## config.mk

```make
export PLATFORM = sky130hd
export DESIGN_NAME = nice_core_top
export DESIGN_NICKNAME = d
export VERILOG_FILES = /design/src/hw/nice_pkg.sv /design/src/hw/mem_sequencer.sv /design/src/hw/modadd_unit.sv /design/src/hw/nice_core_top.sv /design/src/hw/nice_ctrl.sv /design/src/hw/row_buffer.sv
export VERILOG_INCLUDE_DIRS = /design/src /design/src/hw
export SDC_FILE = /design/constraint.sdc
export NUM_CORES = 2
export LEC_CHECK = 0
export ABC_AREA = 1
export BUFFER_PORTS_ARGS = -buffer_cell sky130_fd_sc_hd__buf_2
export CORE_MARGIN = 2
export CORE_UTILIZATION = 50
export CTS_BUF_LIST = sky130_fd_sc_hd__clkbuf_4 sky130_fd_sc_hd__clkbuf_8
export DETAILED_ROUTE_END_ITERATION = 10
export PLACE_DENSITY = 0.72
export SETUP_SLACK_MARGIN = 0.1
export SYNTH_ARGS = -nofsm -noshare
export SYNTH_HDL_FRONTEND = slang
export SYNTH_SLANG_ARGS = --single-unit
```

## constraint.sdc

```tcl
create_clock -name custom_mem_op -period 4.9 [get_ports custom_mem_op]
set_clock_uncertainty 0.15 [all_clocks]
set_input_delay 0.245 -clock custom_mem_op [delete_from_list [all_inputs] [get_ports custom_mem_op]]
set_output_delay 0.245 -clock custom_mem_op [all_outputs]
set_load 0.02 [all_outputs]
```

## src/hw/nice_defs.svh

```systemverilog
// data widths, row geometry, custom3 opcode and function codes, command size code
`ifndef NICE_DEFS_SVH
`define NICE_DEFS_SVH

// data and address width
`define NICE_XLEN           32

// operand and result rows
`define NICE_ROW_DEPTH      8
`define NICE_IDX_W          3
`define NICE_WORD_BYTES     4

// custom3 major opcode, R type only
`define NICE_OPCODE_CUSTOM3 7'b1111011

`define NICE_F3_MEM         3'b010
`define NICE_F3_WORK        3'b000

`define NICE_F7_LOAD_A      7'd1
`define NICE_F7_LOAD_B      7'd2
`define NICE_F7_LOAD_P      7'd3
`define NICE_F7_STORE       7'd4
`define NICE_F7_WORK        7'd5

// size code of a 32-bit memory access
`define NICE_SIZE_WORD      2'b10

`endif

```

## src/hw/nice_pkg.sv

```systemverilog
// R-type field struct, instruction word union, operation and controller state enums
`include "nice_defs.svh"

package nice_pkg;

   // R-type layout, msb first
   typedef struct packed {
      logic [6:0] func7;
      logic [4:0] rs2;
      logic [4:0] rs1;
      logic [2:0] func3;
      logic [4:0] rd;
      logic [6:0] opcode;
   } nice_rtype_t;

   // same instruction word, raw or split into fields
   typedef union packed {
      logic [`NICE_XLEN-1:0] raw;
      nice_rtype_t           r;
   } nice_insn_u;

   typedef enum logic [2:0] {
      OP_NONE   = 3'd0,
      OP_LOAD_A = 3'd1,
      OP_LOAD_B = 3'd2,
      OP_LOAD_P = 3'd3,
      OP_STORE  = 3'd4,
      OP_WORK   = 3'd5
   } nice_op_e;

   typedef enum logic [2:0] {
      ST_IDLE = 3'd0,
      ST_MEM  = 3'd1,
      ST_WORK = 3'd2,
      ST_RESP = 3'd3
   } nice_state_e;

endpackage

```

## src/hw/mem_sequencer.sv

```systemverilog
// memory command/response sequencing, address generation, row buffer write strobes
`timescale 1ns/100ps
`include "nice_defs.svh"

module mem_sequencer
   import nice_pkg::*;
(
   input  logic                   custom_mem_op,
   input  logic                   nice_rst_n,
   input  logic                   seq_start,
   input  nice_op_e               cur_op,
   input  logic [`NICE_XLEN-1:0]  base_addr,
   output logic                   nice_icb_cmd_valid,
   input  logic                   nice_icb_cmd_ready,
   output logic [`NICE_XLEN-1:0]  nice_icb_cmd_addr,
   output logic                   nice_icb_cmd_read,
   output logic [`NICE_XLEN-1:0]  nice_icb_cmd_wdata,
   output logic [1:0]             nice_icb_cmd_size,
   input  logic                   nice_icb_rsp_valid,
   output logic                   nice_icb_rsp_ready,
   input  logic [`NICE_XLEN-1:0]  nice_icb_rsp_rdata,
   input  logic                   nice_icb_rsp_err,
   output logic [2:0]             load_we,
   output logic [`NICE_IDX_W-1:0] load_idx,
   output logic [`NICE_XLEN-1:0]  load_data,
   output logic [`NICE_IDX_W-1:0] store_idx,
   input  logic [`NICE_XLEN-1:0]  store_data,
   output logic                   seq_done,
   output logic                   seq_err
);

   // one extra bit so a counter can reach the row depth
   localparam int CNT_W = `NICE_IDX_W + 1;
   localparam logic [CNT_W-1:0] CNT_FULL = CNT_W'(`NICE_ROW_DEPTH);
   localparam logic [CNT_W-1:0] CNT_LAST = CNT_W'(`NICE_ROW_DEPTH - 1);

   logic                  busy;
   logic [CNT_W-1:0]      cmd_cnt;
   logic [CNT_W-1:0]      rsp_cnt;
   logic [`NICE_XLEN-1:0] addr_off;
   logic                  err_q;
   logic                  cmd_hs;
   logic                  rsp_hs;
   logic                  is_load;

   assign cmd_hs  = nice_icb_cmd_valid & nice_icb_cmd_ready;
   assign rsp_hs  = busy & nice_icb_rsp_valid & nice_icb_rsp_ready;
   assign is_load = (cur_op == OP_LOAD_A) | (cur_op == OP_LOAD_B) | (cur_op == OP_LOAD_P);

   //////////////////////////////////////////////////////////////////////
   // command channel
   //////////////////////////////////////////////////////////////////////
   // address and data move only on a command handshake
   assign nice_icb_cmd_valid = busy & (cmd_cnt != CNT_FULL);
   assign nice_icb_cmd_addr  = base_addr + addr_off;
   assign nice_icb_cmd_read  = is_load;
   assign nice_icb_cmd_wdata = is_load ? '0 : store_data;
   assign nice_icb_cmd_size  = `NICE_SIZE_WORD;
   assign store_idx          = cmd_cnt[`NICE_IDX_W-1:0];

   //////////////////////////////////////////////////////////////////////
   // response channel
   //////////////////////////////////////////////////////////////////////
   assign nice_icb_rsp_ready = 1'b1;
   assign load_idx           = rsp_cnt[`NICE_IDX_W-1:0];
   assign load_data          = nice_icb_rsp_rdata;
   assign seq_done           = rsp_hs & (rsp_cnt == CNT_LAST);

   // includes an error on the response in this very cycle
   assign seq_err = err_q | (rsp_hs & nice_icb_rsp_err);

   // steer load responses to the a, b or p row
   always_comb begin
      load_we = 3'b000;
      if (rsp_hs) begin
         case (cur_op)
            OP_LOAD_A: load_we[0] = 1'b1;
            OP_LOAD_B: load_we[1] = 1'b1;
            OP_LOAD_P: load_we[2] = 1'b1;
            default:   load_we = 3'b000;
         endcase
      end
   end

   always_ff @(posedge custom_mem_op) begin
      if (!nice_rst_n) begin
         busy     <= 1'b0;
         cmd_cnt  <= '0;
         rsp_cnt  <= '0;
         addr_off <= '0;
         err_q    <= 1'b0;
      end else if (seq_start) begin
         busy     <= 1'b1;
         cmd_cnt  <= '0;
         rsp_cnt  <= '0;
         addr_off <= '0;
         err_q    <= 1'b0;
      end else if (busy) begin
         if (cmd_hs) begin
            cmd_cnt  <= cmd_cnt + 1'b1;
            addr_off <= addr_off + `NICE_XLEN'(`NICE_WORD_BYTES);
         end
         if (rsp_hs) begin
            rsp_cnt <= rsp_cnt + 1'b1;
            if (nice_icb_rsp_err) err_q <= 1'b1;
         end
         // eighth response ends the operation
         if (seq_done) busy <= 1'b0;
      end
   end

endmodule

```

## src/hw/modadd_unit.sv

```systemverilog
// word-serial modular adder, its result row and the store read port
`timescale 1ns/100ps
`include "nice_defs.svh"

module modadd_unit (
   input  logic                   custom_mem_op,
   input  logic                   nice_rst_n,
   input  logic                   work_start,
   output logic [`NICE_IDX_W-1:0] rd_idx,
   input  logic [`NICE_XLEN-1:0]  a_data,
   input  logic [`NICE_XLEN-1:0]  b_data,
   input  logic [`NICE_XLEN-1:0]  p_data,
   input  logic [`NICE_IDX_W-1:0] store_idx,
   output logic [`NICE_XLEN-1:0]  store_data,
   output logic                   work_done,
   output logic [`NICE_XLEN-1:0]  result_last
);

   localparam int IDX_W = `NICE_IDX_W;
   localparam logic [IDX_W-1:0] IDX_LAST = IDX_W'(`NICE_ROW_DEPTH - 1);

   logic                  busy;
   logic [IDX_W-1:0]      idx;
   logic [`NICE_XLEN:0]   sum_w;
   logic [`NICE_XLEN:0]   diff_w;
   logic                  ge_p;
   logic [`NICE_XLEN-1:0] mod_w;
   logic [`NICE_XLEN-1:0] res_row [`NICE_ROW_DEPTH];

   //////////////////////////////////////////////////////////////////////
   // one lane per cycle
   //////////////////////////////////////////////////////////////////////
   // 33-bit sum keeps the carry out of the word
   assign sum_w  = {1'b0, a_data} + {1'b0, b_data};
   assign diff_w = sum_w - {1'b0, p_data};
   assign ge_p   = (sum_w >= {1'b0, p_data});

   // a and b below p, so a single subtract is enough
   assign mod_w = ge_p ? diff_w[`NICE_XLEN-1:0] : sum_w[`NICE_XLEN-1:0];

   assign rd_idx      = idx;
   assign work_done   = busy & (idx == IDX_LAST);
   // word in flight, word 7 when work_done is high
   assign result_last = mod_w;

   always_ff @(posedge custom_mem_op) begin
      if (!nice_rst_n) begin
         busy <= 1'b0;
         idx  <= '0;
      end else if (work_start) begin
         busy <= 1'b1;
         idx  <= '0;
      end else if (busy) begin
         idx <= idx + 1'b1;
         if (work_done) busy <= 1'b0;
      end
   end

   //////////////////////////////////////////////////////////////////////
   // result row
   //////////////////////////////////////////////////////////////////////
   always_ff @(posedge custom_mem_op) begin
      if (busy) begin
         res_row[idx] <= mod_w;
      end
   end

   // read by the sequencer during the store
   assign store_data = res_row[store_idx];

endmodule

```

## src/hw/nice_core_top.sv

```systemverilog
// coprocessor top level: controller, memory sequencer, a/b/p row buffers, modular adder
`timescale 1ns/100ps
`include "nice_defs.svh"

module nice_core_top
   import nice_pkg::*;
(
   input  logic                  custom_mem_op,
   input  logic                  nice_rst_n,
   output logic                  nice_active,
   output logic                  nice_mem_holdup,
   // request channel
   input  logic                  nice_req_valid,
   output logic                  nice_req_ready,
   input  nice_insn_u            nice_req_inst,
   input  logic [`NICE_XLEN-1:0] nice_req_rs1,
   input  logic [`NICE_XLEN-1:0] nice_req_rs2,
   // response channel
   output logic                  nice_rsp_valid,
   input  logic                  nice_rsp_ready,
   output logic [`NICE_XLEN-1:0] nice_rsp_rdat,
   output logic                  nice_rsp_err,
   // memory command
   output logic                  nice_icb_cmd_valid,
   input  logic                  nice_icb_cmd_ready,
   output logic [`NICE_XLEN-1:0] nice_icb_cmd_addr,
   output logic                  nice_icb_cmd_read,
   output logic [`NICE_XLEN-1:0] nice_icb_cmd_wdata,
   output logic [1:0]            nice_icb_cmd_size,
   // memory response
   input  logic                  nice_icb_rsp_valid,
   output logic                  nice_icb_rsp_ready,
   input  logic [`NICE_XLEN-1:0] nice_icb_rsp_rdata,
   input  logic                  nice_icb_rsp_err
);

   nice_op_e                cur_op;
   logic [`NICE_XLEN-1:0]   base_addr;
   logic                    seq_start;
   logic                    seq_done;
   logic                    seq_err;
   logic                    work_start;
   logic                    work_done;
   logic [`NICE_XLEN-1:0]   result_last;
   logic [2:0]              load_we;
   logic [`NICE_IDX_W-1:0]  load_idx;
   logic [`NICE_XLEN-1:0]   load_data;
   logic [`NICE_IDX_W-1:0]  rd_idx;
   logic [`NICE_IDX_W-1:0]  store_idx;
   logic [`NICE_XLEN-1:0]   store_data;
   // 0 is a, 1 is b, 2 is p
   logic [`NICE_XLEN-1:0]   row_rd_data [3];

   // rs2 carries no operand for these instructions
   nice_ctrl u_ctrl (.*);

   mem_sequencer u_seq (.*);

   //////////////////////////////////////////////////////////////////////
   // operand rows
   //////////////////////////////////////////////////////////////////////
   for (genvar g = 0; g < 3; g++) begin : g_row
      row_buffer u_row (
         .custom_mem_op (custom_mem_op),
         .nice_rst_n    (nice_rst_n),
         .wr_en         (load_we[g]),
         .wr_idx        (load_idx),
         .wr_data       (load_data),
         .rd_idx        (rd_idx),
         .rd_data       (row_rd_data[g])
      );
   end

   modadd_unit u_add (
      .*,
      .a_data (row_rd_data[0]),
      .b_data (row_rd_data[1]),
      .p_data (row_rd_data[2])
   );

endmodule

```

## src/hw/nice_ctrl.sv

```systemverilog
// instruction decoder, main FSM, request/response channel and status outputs
`timescale 1ns/100ps
`include "nice_defs.svh"

module nice_ctrl
   import nice_pkg::*;
(
   input  logic                  custom_mem_op,
   input  logic                  nice_rst_n,
   input  logic                  nice_req_valid,
   output logic                  nice_req_ready,
   input  nice_insn_u            nice_req_inst,
   input  logic [`NICE_XLEN-1:0] nice_req_rs1,
   output logic                  nice_rsp_valid,
   input  logic                  nice_rsp_ready,
   output logic [`NICE_XLEN-1:0] nice_rsp_rdat,
   output logic                  nice_rsp_err,
   output logic                  nice_active,
   output logic                  nice_mem_holdup,
   output nice_op_e              cur_op,
   output logic [`NICE_XLEN-1:0] base_addr,
   output logic                  seq_start,
   input  logic                  seq_done,
   input  logic                  seq_err,
   output logic                  work_start,
   input  logic                  work_done,
   input  logic [`NICE_XLEN-1:0] result_last
);

   nice_state_e state;
   nice_op_e    dec_op;
   logic        req_hs;

   //////////////////////////////////////////////////////////////////////
   // decode through the R-type view
   //////////////////////////////////////////////////////////////////////
   always_comb begin
      dec_op = OP_NONE;
      if (nice_req_inst.r.opcode == `NICE_OPCODE_CUSTOM3) begin
         if (nice_req_inst.r.func3 == `NICE_F3_MEM) begin
            case (nice_req_inst.r.func7)
               `NICE_F7_LOAD_A: dec_op = OP_LOAD_A;
               `NICE_F7_LOAD_B: dec_op = OP_LOAD_B;
               `NICE_F7_LOAD_P: dec_op = OP_LOAD_P;
               `NICE_F7_STORE:  dec_op = OP_STORE;
               default:         dec_op = OP_NONE;
            endcase
         end else if (nice_req_inst.r.func3 == `NICE_F3_WORK &&
                      nice_req_inst.r.func7 == `NICE_F7_WORK) begin
            dec_op = OP_WORK;
         end
      end
   end

   assign req_hs = nice_req_valid & nice_req_ready;

   // sequencer and adder start in the acceptance cycle
   assign seq_start  = req_hs & (dec_op != OP_NONE) & (dec_op != OP_WORK);
   assign work_start = req_hs & (dec_op == OP_WORK);

   //////////////////////////////////////////////////////////////////////
   // main FSM
   //////////////////////////////////////////////////////////////////////
   always_ff @(posedge custom_mem_op) begin
      if (!nice_rst_n) begin
         state  <= ST_IDLE;
         cur_op <= OP_NONE;
      end else begin
         case (state)
            ST_IDLE: begin
               if (req_hs) begin
                  cur_op <= dec_op;
                  if (dec_op == OP_NONE) begin
                     // illegal, answer at once
                     state <= ST_RESP;
                  end else if (dec_op == OP_WORK) begin
                     state <= ST_WORK;
                  end else begin
                     state <= ST_MEM;
                  end
               end
            end
            ST_MEM:  if (seq_done) state <= ST_RESP;
            ST_WORK: if (work_done) state <= ST_RESP;
            ST_RESP: if (nice_rsp_ready) state <= ST_IDLE;
            default: state <= ST_IDLE;
         endcase
      end
   end

   // base address and response fields, held until the response handshake
   always_ff @(posedge custom_mem_op) begin
      if (req_hs) begin
         base_addr     <= nice_req_rs1;
         nice_rsp_rdat <= '0;
         nice_rsp_err  <= (dec_op == OP_NONE);
      end
      if (state == ST_MEM && seq_done) begin
         nice_rsp_err <= seq_err;
      end
      if (state == ST_WORK && work_done) begin
         nice_rsp_rdat <= result_last;
      end
   end

   assign nice_req_ready  = (state == ST_IDLE);
   assign nice_rsp_valid  = (state == ST_RESP);
   assign nice_mem_holdup = (state == ST_MEM);
   assign nice_active     = (state != ST_IDLE) | nice_req_valid;

endmodule

```

## src/hw/row_buffer.sv

```systemverilog
// eight-word operand row with one indexed write port and one indexed read port
`timescale 1ns/100ps
`include "nice_defs.svh"

module row_buffer (
   input  logic                   custom_mem_op,
   input  logic                   nice_rst_n,
   input  logic                   wr_en,
   input  logic [`NICE_IDX_W-1:0] wr_idx,
   input  logic [`NICE_XLEN-1:0]  wr_data,
   input  logic [`NICE_IDX_W-1:0] rd_idx,
   output logic [`NICE_XLEN-1:0]  rd_data
);

   logic [`NICE_XLEN-1:0] row [`NICE_ROW_DEPTH];

   always_ff @(posedge custom_mem_op) begin
      if (!nice_rst_n) begin
         for (int i = 0; i < `NICE_ROW_DEPTH; i++) begin
            row[i] <= '0;
         end
      end else if (wr_en) begin
         row[wr_idx] <= wr_data;
      end
   end

   // combinational read, a write shows up next cycle
   assign rd_data = row[rd_idx];

endmodule

```

## Yosys cells after proc, flatten, opt, wreduce, memory -nomap -nowiden

Memories as Yosys holds them, arrays and structs flattened. A register that Yosys moved wholly into a read port is not among the register bits.
Index checks and enable logic that the tools add are counted.

| storage, ports and cells | value |
|---|---|
| flip-flop bits (word level) | 117 |
| RAM bits | 1024 |
| bits of input ports | 135 |
| output and inout port bits | 106 |
| logic and storage cells | 137 |
| memories kept | 4 |

| operators by class | value |
|---|---|
| add/subtract/negate cells | 7 |
| order comparisons | 1 |
| eq/ne operators | 22 |
| multiplexer cells | 56 |
| bitwise gates (word level) | 15 |
| reduce and logical (&&, ||, !) cells | 20 |

Memory list:

| memory | words | width | rd ports | clocked after Yosys merged registers in | write ports | line | RTL |
|---|---|---|---|---|---|---|---|
| g_row[0].u_row.row | 8 | 32 | 1 | 1 | 8 | row_buffer.sv:15 | `` logic [`NICE_XLEN-1:0] row [`NICE_ROW_DEPTH]; `` |
| g_row[1].u_row.row | 8 | 32 | 1 | 1 | 8 | row_buffer.sv:15 |  |
| g_row[2].u_row.row | 8 | 32 | 1 | 1 | 8 | row_buffer.sv:15 |  |
| u_add.res_row | 8 | 32 | 1 | 1 | 1 | modadd_unit.sv:28 | `` logic [`NICE_XLEN-1:0] res_row [`NICE_ROW_DEPTH]; `` |

Operators with widths:

| operator | number |
|---|---|
| 32-bit 2-to-1 mux | 7 |
| 32-bit OR reduction | 3 |
| 3-bit 2-to-1 mux | 20 |
| 32-bit by 32-bit adder with 33-bit output | 1 |
| 33-bit by 32-bit greater-or-equal comparator with 1-bit output | 1 |
| 32-bit by 3-bit adder with 32-bit output, second input constant | 1 |
| 32-bit adder | 1 |
| 32-bit subtractor | 1 |
| 1-bit 2-to-1 mux | 26 |
| 3-bit case mux with 4 select lines | 2 |
| 3-bit by 2-bit == test with 1-bit output, second input constant | 5 |
| 7-bit by 2-bit == test with 1-bit output, second input constant | 2 |
| 7-bit by 3-bit == test with 1-bit output, second input constant | 2 |
| 1-bit AND | 10 |
| 3-bit zero test | 3 |
| 4-bit by 1-bit adder with 4-bit output, second input constant | 2 |
| 7-bit by 1-bit == test with 1-bit output, second input constant | 1 |
| 7-bit == test, second input constant | 1 |
| 3-bit by 1-bit == test with 1-bit output, second input constant | 2 |
| 3-bit == test, second input constant | 2 |
| 2-bit by 1-bit != test with 1-bit output, second input constant | 3 |
| 2-bit AND reduction | 3 |
| 3-bit nonzero test | 2 |
| 4-bit by 3-bit == test with 1-bit output, second input constant | 1 |
| other kinds (12) | 19 |

## Logic depth before layout (Yosys ltp)

| logic depth | value |
|---|---|
| depth in word-level cells | 10 |
| mapped depth | 36 |
| mapped depth without buffers | 33 |

## By module

Synthesis repeated with hierarchy kept, for this count alone.

| second synthesis, totals | value |
|---|---|
| cells, all modules | 7345 |
| area total of the unflattened synthesis | 60799.6 um^2 |

Modules (own cells, without submodules):

| module | instances | cells each | area an instance (um^2) | seq. area each (um^2) |
|---|---|---|---|---|
| row_buffer | 3 | 1447 | 12537.0 | 7687.4 |
| modadd_unit | 1 | 1898 | 15494.9 | 7767.4 |
| mem_sequencer | 1 | 882 | 4917.2 | 800.8 |
| nice_ctrl | 1 | 224 | 2776.4 | 2052.0 |

## Least setup slack after synthesis

OpenSTA, ideal clock, no wires.

| path | value |
|---|---|
| kind | flip-flop to flip-flop |
| start | register with a tool-made name |
| end | memory u_add.res_row[0][10] (netlist bit) (data pin) |
| library setup time | 0.269 ns |
| arrival | 4.127 ns |
| required time | 4.481 ns |
| setup slack | 0.354 ns |
| stages on the path, launching flop included | 34 |
| path buffers | 4 |
| period minus slack after synthesis | 4.546 ns |
| cells stage by stage | dfxtp_1 -> inv_1 -> buf_2 -> buf_2 -> buf_2 -> nor2_1 -> o22ai_1 -> nor2_1 -> a31oi_1 -> ha_1 -> fa_1 -> nand2_1 -> nand2_1 -> nand3_1 -> nand2_1 -> nand2_1 -> nand2_1 -> nand2_1 -> nand3b_1 -> nand2_1 -> inv_1 -> ha_1 -> nand2_1 -> nor2_1 -> nand2_1 -> nor3_1 -> nand2_1 -> nand3_2 -> nand3_2 -> nand2_4 -> buf_6 -> nand2_1 -> nand2_1 -> inv_1 |

RTL lines:

| element | line |
|---|---|
| to (decl) | modadd_unit.sv:28 |

==> results.cfg <==
[worst_setup_path]
worstReg2RegEnd = u_ctrl.nice_rsp_rdat[22]$_SDFFCE_PN0P_
cp_num_buf_inv = 7
cpPeakStageDelay_ns = 0.42
critical-path-top-delay-family = simple AND/OR/NAND/NOR gates
worst-r2r-setup-slack_ns = -0.11
cp.required_ns = 5.33
cp_max_fo = 10
crit_top_cell = nand2_1
worstRegToRegCells = 31
cp_slowest_cell = dfxtp_4
worstSetupPathType = register to register
end_kind = register
worst-path-stages = 31
arrival_ns = 5.44
worst_setup_path_start_kind = register

[routing]
wire_per_inst_microns = 21.44
drtAntennaViolNets = 0
drc = 0
vias = 44990
dr.pass1.iters = 7
drtIter0Drc = 5535
totalWireLength_microns = 170600
via_per_inst = 5.654

[cts]
clk_pin_slew_worst_paths_ns = 0.06
root_buffer = clkbuf_8
cts_max_path_buffers = 3
htreeDepth = 4
cts_tree = done
numCtsBuffers = 182
cts_num_sinks = 1144
clk_latency_ns = 0.88

[logic_synthesis]
synth_seq_cells = 1144
synth_ff_type = edfxtp_1
ys_top_cells_by_area = edfxtp_1, nor2_1, o21ai_0
synth_edf_count = 1089
avgSynthCellArea_sq_um = 9.713
synthArstFlopShare_pct = 0
yosysMostFrequentCell = nor2_1
netlist_top_cells_count = nor2_1, edfxtp_1, nand2_1
synth_warnings = 0
netlist_area_sq_um = 55550
postSynthCellCount = 5719
yosysTopAreaCellShare_pct = 58.87
yosysTopAreaCell = edfxtp_1
ys_seq_area_share_pct = 60.85
synth.distinct_cells = 55

[floorplan]
die_height_microns = 337.3
start_util_pct = 50.33
rows = 122
dieWidth_microns = 337.3
coreArea_sq_um = 110400
fp.dieArea_sq_um = 113800
ios = 241

[run_status]
violations = setup timing
status = finished, violations left

[layout]
layout-drive-gt1-share_pct = 20.54
post-route-util_pct = 60.60
nNetsFinal = 6563
syn_to_final_growth_pct = 20.41

[flow_run]
cap_violations = 0

[timing]
setup_viol = 287
fin_hold_ws_ns = 0.05475
clock.fmax_mhz = 199.6
hold_viol_final = 0
worst_pin_slew_ns = 1.304
rsz0062_at_grt = true
relSlewSlack_pct = 12.74
final.setup.worst_slack_ns = -0.1100
finalMaxSlewViolations = 0
period_needed_ns = 5.010
final.setup.tns_ns = -17.16
fin_crit_sh_pct = 102.2

[place]
hpwl_microns = 104500
place_congestion = 0.9625
io_buffers = 190
dp_slack_ns = -0.5583

[hold_path]
hold_path_depth = 3
hold_end = g_row[1].u_row.row[4][14]$_SDFFCE_PN0P_
worstHoldPathType = input pin to register
hp-start = nice_icb_rsp_rdata[14]

[global_route]
overflow = 0
antenna_found_initial = 5
grt_pass1_vias = 43120
grt_pass1_wl_microns = 251500
track_usage_pct = 29.17
grt_start_max_net_pins = 77

[pwr]
finalPower_uw = 22860
peakVddDrop_mv = 0.2685
p_per_area_nw_per_um2 = 341.8
p_leak_uw = 0.02743
[sequential cells by signal, indices dropped and copies added (netlist names), named ones only]
name and flops:
g_row.u_row.row 768, u_add.res_row 256, u_ctrl.base_addr 32, u_ctrl.nice_rsp_rdat 32, u_seq.addr_off 30, u_seq.cmd_cnt 4
u_seq.rsp_cnt 4, u_add.rd_idx 3, u_ctrl.cur_op 3, u_ctrl.state 2, u_add.busy 1, u_ctrl.nice_rsp_err 1
u_seq.busy 1, u_seq.err_q 1
[worst max path at each step]
| stage | slack [ns] | start | endpoint |
|---|---|---|---|
| 3_5_place_dp | -0.56 | register | u_add.res_row[7][13]$_DFFE_PP_ |
| 5_1_grt | -0.39 | register | u_ctrl.nice_rsp_rdat[22]$_SDFFCE_PN0P_ |
| 2_1_floorplan | 0.35 | register | u_add.res_row[0][10]$_DFFE_PP_ |
| 4_1_cts | -0.11 | register | u_add.res_row[1][13]$_DFFE_PP_ |
| 3_3_place_gp | -0.42 | register | u_add.res_row[5][13]$_DFFE_PP_ |
| 6_report | -0.11 | register | u_ctrl.nice_rsp_rdat[22]$_SDFFCE_PN0P_ |
[cell usage in the layout, fill, tap and decap left out, drive strengths merged, types with 63 or more instances in the layout]
cell type / count
inv: 420
a21oi: 100
clkbuf: 261
nand2: 729
o21ai: 570
clkinv: 63
nand3: 105
edfxtp: 1089
ha: 103
o22ai: 95
buf: 658
a31oi: 65
nor2: 1666
dlygate4sd3: 111
o221a: 64
nor3: 74
[cells by family (layout without fill, tap and decap cells)]
family	after synthesis	after routing	synth area share (%)
other	2	7	0.01352
flip-flops	1144	1144	60.85
AO/OA/AOI/OAI	957	957	10.07
adder cells (fa/ha/maj)	106	106	2.428
buffers and inverters	778	1522	6.354
AND/OR/NAND/NOR	2647	2647	18.94
XOR/XNOR	85	85	1.340
[layout make-up]
cell class / instances / area [sq um]
clock buffer: 253 / 3075
antenna: 4 / 10.01
clock inverter: 73 / 445.4
multi-input combinational: 3798 / 19520
inverter: 417 / 1613
timing repair buffer: 777 / 6515
fill: 8882 / 43480
sequential: 1144 / 33820
timing repair inverter: 2 / 25.02
tap: 1488 / 1862
[tightest hold or removal path: stages]
cell	delay, ns
buf_2	0.08
inv_1	0.39
nor2_1	0.22
[metal layers]
layer  share of wire, %  GRT usage, %  up-vias
li1                   -             -    20630
met1                 39         38.93    21370
met4                4.1         12.09        0
met2                 47         47.51     2529
met3                 10         4.761      455
met5                  0             0        -
[power by group]
part,internal [uW],switching [uW]
logic,1160,2240
clock network,4250,3790
registers,11300,158
total,16700,6180
[per-stage QoR]
step / instances / cell area (sq um)
5_1_grt: 7956 / 66890
3_3_place_gp: 7468 / 60200
4_1_cts: 7919 / 65530
6_report: 7956 / 66890
2_1_floorplan: 5720 / 55550
3_5_place_dp: 7468 / 60200
[repair_timing]
| item | in CTS | in global routing |
|---|---|---|
| setup buffers | 9 | 22 |
| pin swaps | 20 | 57 |
| gates cloned | 5 | 11 |
| setup endpoints to repair | 288 | 288 |
| hold endpoints to repair | 371 | 0 |
| resized for setup | 133 | 221 |
| hold buffers | 111 | 0 |
No activity file was read; power rests on OpenSTA's default activity.
